==> src/sound_pkg.sv <==
package sound_pkg;

	// ********************************************************
	// Frame timing
	// ********************************************************

	localparam int FRAME_CLKS  = 64;                       // Clock cycles per video frame
	localparam int FRAME_CNT_W = 7;                        // Frame phase counter width

	// ********************************************************
	// Types
	// ********************************************************

	typedef struct packed {
		logic player_hit;
		logic pickup;
		logic bird_hit;
		logic level_up;
		logic shot;
	} sound_events_t;

	typedef logic [9:0] tone_div_t;                        // Half-period in clocks, 0 is silence
	typedef logic [3:0] step_frames_t;                     // Step length in frames

	typedef struct packed {
		tone_div_t    div;
		step_frames_t frames;
	} tone_step_t;

	typedef enum logic [2:0] {
		fx_none,
		fx_hit,
		fx_pickup,
		fx_bird,
		fx_level,
		fx_shot
	} effect_e;

	typedef enum logic [1:0] {
		st_idle,
		st_step_1,
		st_step_2,
		st_step_3
	} seq_state_e;

	// ********************************************************
	// Effect melodies, three steps each, indexed by effect_e
	// ********************************************************

	localparam tone_step_t EFFECT_STEPS [0:5][0:2] = '{
		'{'{10'h000, 4'd0}, '{10'h000, 4'd0}, '{10'h000, 4'd0}},  // fx_none
		'{'{10'h250, 4'd4}, '{10'h2EA, 4'd4}, '{10'h000, 4'd4}},  // fx_hit
		'{'{10'h1F2, 4'd8}, '{10'h250, 4'd8}, '{10'h1BB, 4'd8}},  // fx_pickup
		'{'{10'h20F, 4'd4}, '{10'h1D6, 4'd4}, '{10'h18B, 4'd4}},  // fx_bird
		'{'{10'h000, 4'd4}, '{10'h000, 4'd4}, '{10'h000, 4'd4}},  // fx_level, quiet
		'{'{10'h1F2, 4'd4}, '{10'h250, 4'd2}, '{10'h2EA, 4'd1}}   // fx_shot
	};

endpackage

==> src/frame_timer.sv <==
`timescale 1ns/10ps

module frame_timer (
	input  logic                    clk,
	input  logic                    resetN,
	input  logic                    step_load,
	input  sound_pkg::step_frames_t step_len,
	output logic                    frame_tick,
	output logic                    step_done
);

	logic [sound_pkg::FRAME_CNT_W-1:0] frame_cnt;      // Phase within the frame
	sound_pkg::step_frames_t           step_cnt;       // Frames left in the current step

	assign frame_tick = (frame_cnt == sound_pkg::FRAME_CNT_W'(sound_pkg::FRAME_CLKS - 1));
	assign step_done  = (step_cnt == '0);

	always_ff @(posedge clk or negedge resetN) begin
		if (!resetN) begin
			frame_cnt <= '0;
		end
		else if (frame_tick) begin
			frame_cnt <= '0;
		end
		else begin
			frame_cnt <= frame_cnt + 1'b1;
		end
	end

	always_ff @(posedge clk or negedge resetN) begin
		if (!resetN) begin
			step_cnt <= '0;
		end
		else if (step_load) begin
			step_cnt <= step_len;                          // Load wins over a same-cycle tick
		end
		else if (frame_tick && !step_done) begin
			step_cnt <= step_cnt - 1'b1;
		end
	end

	// Counter only moves down between loads
	a_no_wrap: assert property (
		@(posedge clk) disable iff (!resetN)
		!step_load |=> (step_cnt <= $past(step_cnt))
	) else $error("step counter wrapped below zero");

endmodule

==> src/sound_event_latch.sv <==
`timescale 1ns/10ps

module sound_event_latch (
	input  logic                     clk,
	input  logic                     resetN,
	input  sound_pkg::sound_events_t events,
	input  logic                     accept,
	output sound_pkg::sound_events_t pending
);

	sound_pkg::sound_events_t kept;                    // Pending bits surviving this cycle

	// ********************************************************
	// Pending request register
	// ********************************************************

	always_comb begin
		if (accept)
			kept = '0;                                     // Sequencer took its pick
		else
			kept = pending;
	end

	always_ff @(posedge clk or negedge resetN) begin
		if (!resetN) begin
			pending <= '0;
		end
		else begin
			pending <= kept | events;                      // New pulses always merge in
		end
	end

	// ********************************************************
	// Checks
	// ********************************************************

	// The sequencer may only take a request that is actually waiting
	a_accept_needs_pending: assert property (
		@(posedge clk) disable iff (!resetN)
		accept |-> (pending != '0)
	) else $error("accept with nothing pending");

endmodule

==> src/sound_sequencer.sv <==
`timescale 1ns/10ps

module sound_sequencer (
	input  logic                     clk,
	input  logic                     resetN,
	input  sound_pkg::sound_events_t pending,
	input  logic                     step_done,
	output logic                     accept,
	output logic                     step_load,
	output sound_pkg::step_frames_t  step_len,
	output sound_pkg::tone_div_t     tone_div,
	output logic                     sound_en
);

	sound_pkg::seq_state_e state;
	sound_pkg::seq_state_e next_state;
	sound_pkg::effect_e    effect;
	sound_pkg::effect_e    next_effect;
	sound_pkg::effect_e    pick_fx;                    // Highest-priority pending event
	sound_pkg::tone_step_t cur_step;
	sound_pkg::tone_step_t next_step;
	logic                  start;
	logic                  advance;

	// Table column of a state where idle shares column 0
	function automatic logic [1:0] step_idx(input sound_pkg::seq_state_e s);
		case (s)
			sound_pkg::st_step_2: return 2'd1;
			sound_pkg::st_step_3: return 2'd2;
			default:              return 2'd0;
		endcase
	endfunction

	// ********************************************************
	// Effect selection and next state
	// ********************************************************

	always_comb begin
		if (pending.player_hit)
			pick_fx = sound_pkg::fx_hit;
		else if (pending.pickup)
			pick_fx = sound_pkg::fx_pickup;
		else if (pending.bird_hit)
			pick_fx = sound_pkg::fx_bird;
		else if (pending.level_up)
			pick_fx = sound_pkg::fx_level;
		else if (pending.shot)
			pick_fx = sound_pkg::fx_shot;
		else
			pick_fx = sound_pkg::fx_none;
	end

	assign start   = step_done && (pending != '0);    // Also preempts a playing effect
	assign advance = step_done && !start && (state != sound_pkg::st_idle);

	always_comb begin
		next_state  = state;
		next_effect = effect;
		if (start) begin
			next_state  = sound_pkg::st_step_1;
			next_effect = pick_fx;
		end
		else if (advance) begin
			case (state)
				sound_pkg::st_step_1: next_state = sound_pkg::st_step_2;
				sound_pkg::st_step_2: next_state = sound_pkg::st_step_3;
				default: begin
					next_state  = sound_pkg::st_idle;
					next_effect = sound_pkg::fx_none;
				end
			endcase
		end
	end

	assign next_step = sound_pkg::EFFECT_STEPS[next_effect][step_idx(next_state)];
	assign cur_step  = sound_pkg::EFFECT_STEPS[effect][step_idx(state)];

	assign accept    = start;
	assign step_load = start || (advance && state != sound_pkg::st_step_3);
	assign step_len  = next_step.frames;

	// ********************************************************
	// State and output registers
	// ********************************************************

	always_ff @(posedge clk or negedge resetN) begin
		if (!resetN) begin
			state    <= sound_pkg::st_idle;
			effect   <= sound_pkg::fx_none;
			tone_div <= '0;
			sound_en <= 1'b0;
		end
		else begin
			state    <= next_state;
			effect   <= next_effect;
			tone_div <= (state == sound_pkg::st_idle) ? '0 : cur_step.div;
			sound_en <= (state != sound_pkg::st_idle);  // One cycle behind the state
		end
	end

	// Enable is high exactly while an effect is held
	a_en_tracks_state: assert property (
		@(posedge clk) disable iff (!resetN)
		##1 (sound_en == ($past(effect) != sound_pkg::fx_none))
	) else $error("sound_en out of step with state");

	// A load either moves the FSM or restarts an effect on accept
	a_load_with_change: assert property (
		@(posedge clk) disable iff (!resetN)
		step_load |=> ((state != $past(state)) || $past(accept))
	) else $error("step_load without state change");

endmodule

==> src/sound_top.sv <==
`timescale 1ns/10ps

module sound_top (
	input  logic                     clk,
	input  logic                     resetN,
	input  sound_pkg::sound_events_t events,
	output sound_pkg::tone_div_t     tone_div,
	output logic                     sound_en,
	output logic                     audio
);

	sound_pkg::sound_events_t pending;
	sound_pkg::step_frames_t  step_len;
	logic                     accept;
	logic                     step_load;
	logic                     step_done;
	logic                     frame_tick;

	sound_event_latch u_latch (
		.clk(clk), .resetN(resetN),
		.events(events), .accept(accept), .pending(pending)
	);

	frame_timer u_timer (
		.clk(clk), .resetN(resetN),
		.step_load(step_load), .step_len(step_len),
		.frame_tick(frame_tick), .step_done(step_done)
	);

	sound_sequencer u_seq (
		.clk(clk), .resetN(resetN),
		.pending(pending), .step_done(step_done),
		.accept(accept), .step_load(step_load), .step_len(step_len),
		.tone_div(tone_div), .sound_en(sound_en)
	);

	tone_generator u_tone (
		.clk(clk), .resetN(resetN),
		.tone_div(tone_div), .sound_en(sound_en), .audio(audio)
	);

endmodule

==> src/tone_generator.sv <==
`timescale 1ns/10ps

module tone_generator (
	input  logic                 clk,
	input  logic                 resetN,
	input  sound_pkg::tone_div_t tone_div,
	input  logic                 sound_en,
	output logic                 audio
);

	sound_pkg::tone_div_t half_cnt;                    // Cycles into the current half-period
	sound_pkg::tone_div_t last_div;
	logic                 active;
	logic                 wrap;

	assign active = sound_en && (tone_div != '0);
	assign wrap   = (half_cnt == tone_div - 1'b1);

	always_ff @(posedge clk or negedge resetN) begin
		if (!resetN) begin
			last_div <= '0;
		end
		else begin
			last_div <= tone_div;
		end
	end

	// ********************************************************
	// Half-period divider
	// ********************************************************

	always_ff @(posedge clk or negedge resetN) begin
		if (!resetN) begin
			half_cnt <= '0;
			audio    <= 1'b0;
		end
		else if (!active) begin
			half_cnt <= '0;                                // Silent, hold low
			audio    <= 1'b0;
		end
		else if (tone_div != last_div) begin
			half_cnt <= '0;                                // New pitch, restart count
		end
		else if (wrap) begin
			half_cnt <= '0;
			audio    <= ~audio;
		end
		else begin
			half_cnt <= half_cnt + 1'b1;
		end
	end

	a_quiet_when_off: assert property (
		@(posedge clk) disable iff (!resetN)
		!sound_en |=> !audio
	) else $error("audio high with sound_en low");

endmodule
==> config.mk <==
export PLATFORM = sky130hd
export DESIGN_NAME = sound_top
export DESIGN_NICKNAME = d
export VERILOG_FILES = /design/src/sound_pkg.sv /design/src/frame_timer.sv /design/src/sound_event_latch.sv /design/src/sound_sequencer.sv /design/src/sound_top.sv /design/src/tone_generator.sv
export SDC_FILE = /design/constraint.sdc
export NUM_CORES = 1
export LEC_CHECK = 0
export BUFFER_PORTS_ARGS = -buffer_cell sky130_fd_sc_hd__buf_2
export CAP_MARGIN = 20
export CELL_PAD_IN_SITES_DETAIL_PLACEMENT = 1
export CELL_PAD_IN_SITES_GLOBAL_PLACEMENT = 2
export CORE_UTILIZATION = 39
export DETAILED_ROUTE_END_ITERATION = 6
export HOLD_SLACK_MARGIN = 0.05
export PLACE_DENSITY_LB_ADDON = 0.08
export SYNTH_ARGS = -nofsm -noshare
export SYNTH_HDL_FRONTEND = slang
export SYNTH_HIERARCHICAL = 1
export SYNTH_SLANG_ARGS = --single-unit
==> constraint.sdc <==
create_clock -name clk -period 2.9 [get_ports clk]
set_input_delay 0.58 -clock clk [delete_from_list [all_inputs] [get_ports clk]]
set_output_delay 0.58 -clock clk [all_outputs]
set_load 0.005 [all_outputs]
==> metrics.md <==
| Metric | Value |
|---|---|
| Clock skew | roughly 0.014 ns |
| Via-to-Cell Ratio | ~5.3 |
| Final setup violation count | 0 |
| Starting DRT DRC Count | between 40 and 50 |
| Avg WL per Cell | around 16 µm |
| Crit Path Max Fanout | 5 |
| Maximum vdd drop | between 0.3 and 0.4 mV |
| Final Max Tran Viols | 0 |
| CP Cell Sequence | inv_1 > ha_1 > or3b_4 > or4_4 > o21ai_2 > nand4_1 > or4_1 > a21oi_1 |
| Post-route setup TNS | 0 ns |
| Top cell type's share of synthesized area | 44.4% |
| Worst-path clk slew | between 0.1 and 0.15 ns |
| Largest net degree at the start of global routing | 28 |
| Synth Warn # | 6 |
| Static Leakage | roughly 1.5 nW |
| Starting Density | between 40% and 50% |
| Num CTS Buffers | 5 |
| Hold WS | 0.150 ns |
| Routability cong. | ~0.76 |
| Net Count, Synth | 317 |
| CP Launch Type | flop |
| Initial antenna violation count | 0 |
| Slowest stage delay, CP | 0.49 ns |
| Clk_lat worst skew | between 0.3 and 0.4 ns |
| Gr ovfl total | 0 |
| Layout cells sized above 1 | between 15 and 20% |
| Ys async rst share | 100% |
| Final net count | 339 |
| Pwr Density | between 800 and 900 nW/µm² |
| Critical path arrival | 2.80 ns |
| Synth top area cells | dfrtp_1, xor2_1, ha_1 |
| Sequential fraction of the synthesis area | 44.4% |
| Largest area contributor in the netlist | dfrtp_1 |
| Clk root buf | clkbuf_8 |
| CP Buf/Inv Count | 1 |
| CP max-delay cell | or4_4 |
| Post-synth EDFFs | 0 |
| Max Fclk | around 0.39 GHz |
| Min-Delay Path Class | in -> async |
| Cells after synthesis | approximately 300 |
| Setup bufs post-CTS | 0 |
| Worst Path Required | around 3.1 ns |
| Post-Syn Area | around 3000 µm² |
| H-tree depth | 2 |
| TritonCTS clock tree | built |
| Global-route wire length before repair | between 10 and 15 mm |
| Distinct cell type count after synthesis | between 50 and 60 |
| Die height | ~90 µm |
| Deepest clock path buffer count | 2 |
| Number of placement rows | 31 |
| Area delta synth->final | 9.79% |
| Number of I/O port buffers | 18 |
| Hold Fails Final Rpt | 0 |
| Die Width | ~90 µm |
| Final period util | about 90% |
| Core Region | between 7000 and 8000 µm² |
| HPWL Detailed | between 5 and 6 mm |
| Top FF cell, synth | dfrtp_1 |
| Gr usage total | a little under a fifth |
| Yosys reg bits | 53 |
| CTS hold repair buffers | 0 |
| Mean Syn Cell Area | 10.1 µm² |
| Outcome | completed |
| Max cap viols | 0 |
| Kind of critical path | reg -> reg |
| Initial DRT Pass Iterations | 4 |
| I/O Pins | 19 |
| Ant. Diodes | 0 |
| Vias in the first global route | between 2,000 and 2,500 |
| Slew Limit Headroom | between 50% and 60% |
| Total clock sinks | 53 |
| DR DRC count | 0 |
| Vias post-DR | 2,208 |
| RSZ-0062 raised after global routing | no |
| PostCTS Resize Cnt | 0 |
| Worst-Margin Slew | between 0.6 and 0.7 ns |
| Crit. End Element | flop |
| Antenna-violating nets left | 0 |
| Final min period | 2.56 ns |
| Total wire length after detailed routing | 6.74 mm |
| Die Area | approximately 8000 µm² |
| Top delay family on crit path | simple AND/OR/NAND/NOR gates |
==> cell usage in the layout (no fill, tap or decap), types with 2 or more instances in the layout <==
cell	synthesis	layout
buf_2	3	18
or4_1	2	2
xnor2_1	14	14
nand2b_1	7	7
a2bb2oi_1	3	3
dfrtp_1	53	53
o41ai_1	2	2
clkinv_2	1	2
and3_1	2	2
o21ai_2	2	2
inv_1	20	20
a21oi_1	15	15
nand3_1	10	10
nand2_1	13	13
nand4_1	5	5
buf_4	0	5
a21o_1	8	8
nor4_2	2	2
or3_1	3	3
clkbuf_8	0	5
o21ai_0	8	8
mux2i_1	4	4
xor2_1	19	19
ha_1	13	13
or3_4	2	2
nor2_1	32	32
or3b_4	2	2
nor2b_1	2	2
a31oi_1	4	4
o31ai_1	5	5
nor4_1	3	3
nor3_1	5	5
nand3b_1	2	2
a22o_1	2	2
==> cells by family (layout without fill, tap and decap cells) <==
| logic type | Yosys count | after routing | synth area share (%) |
|---|---|---|---|
| buffers and inverters | 30 | 53 | 4.43 |
| AND/OR/NAND/NOR | 103 | 103 | 19.8 |
| flip-flops | 53 | 53 | 44.4 |
| XOR/XNOR | 33 | 33 | 9.67 |
| AO/OA/AOI/OAI | 60 | 60 | 14.6 |
| adder cells (fa/ha/maj) | 13 | 13 | 5.44 |
| multiplexers | 5 | 5 | 1.72 |
==> layer usage <==
metal / vias up / part of all wire [%] / global-route usage, %
met5: - / 0 / 0
met4: 0 / 0.76 / 4.04
met2: 24 / 49 / 33.1
met1: 1095 / 48 / 23.6
li1: 1083 / - / -
met3: 6 / 1.8 / 3.14
==> Yosys cell counts, types with 2 or more instances <==
cell type	n
dfrtp_1	53
nor2_1	32
inv_1	20
xor2_1	19
a21oi_1	15
xnor2_1	14
ha_1	13
nand2_1	13
nand3_1	10
a21o_1	8
o21ai_0	8
nand2b_1	7
nand4_1	5
nor3_1	5
o31ai_1	5
a31oi_1	4
mux2i_1	4
a2bb2oi_1	3
buf_2	3
clkbuf_1	3
nor4_1	3
or3_1	3
a22o_1	2
and3_1	2
buf_6	2
nand3b_1	2
nor2b_1	2
nor4_2	2
o21ai_2	2
o41ai_1	2
or3_4	2
or3b_4	2
or4_1	2
==> metrics by stage <==
stage | std cells | total power [mW] | util (%) | cell area, µm² | setup slack, ns
floorplan | 297 | 2.00 | - | 2990 | 0.494
global placement | 411 | 2.32 | 43.6 | 3190 | 0.406
detailed placement | 411 | 2.35 | 43.6 | 3190 | 0.356
CTS | 419 | 2.80 | 44.8 | 3280 | 0.333
global route | 419 | 3.00 | 44.8 | 3280 | 0.143
finish | 419 | 2.77 | 44.8 | 3280 | 0.344
==> final timing paths <==
check,start,to,slack (ns),cells after the start
setup / recovery,u_seq/tone_div[1]$_DFF_PN0_,u_tone/audio$_DFFE_PN0P_,0.34,8
hold / removal,resetN,u_tone/audio$_DFFE_PN0P_,0.15,1
setup reg to reg,u_seq/tone_div[1]$_DFF_PN0_,u_tone/audio$_DFFE_PN0P_,0.34,8
hold reg to reg,u_timer/frame_cnt[0]$_DFF_PN0_,u_timer/frame_cnt[0]$_DFF_PN0_,0.47,1
max in group asynchronous,resetN,u_seq/sound_en$_DFF_PN0_,2.08,2
min in group clk,events[3],u_latch/pending[3]$_DFF_PN0_,0.42,2
==> power by group <==
part / internal [mW] / total [mW] / leakage (nW) / switching (mW)
sequential: 0.901 / 1.13 / 0.666 / 0.229
clock: 0.172 / 0.443 / 0.0445 / 0.271
combinational: 0.552 / 1.20 / 0.769 / 0.647
==> final cells by class <==
| type | count | area (µm²) |
|---|---|---|
| Fill cell | 844 | 4050 |
| Multi-Input combinational cell | 214 | 1530 |
| Sequential cell | 53 | 1330 |
| Timing Repair Buffer | 23 | 128 |
| Tap cell | 99 | 124 |
| Inverter | 22 | 83.8 |
| Clock buffer | 5 | 68.8 |
| Clock inverter | 3 | 21.3 |
==> flip-flops by register name, indices dropped and copies added, names as in the netlist <==
signal	cells
u_timer/frame_cnt	7
u_seq/effect	3
u_tone/audio	1
u_latch/pending	5
u_tone/half_cnt	10
u_timer/step_cnt	4
u_tone/last_div	10
u_seq/state	2
u_seq/tone_div	10
u_seq/sound_en	1
Note: power is estimated with default switching activity, not from simulation.
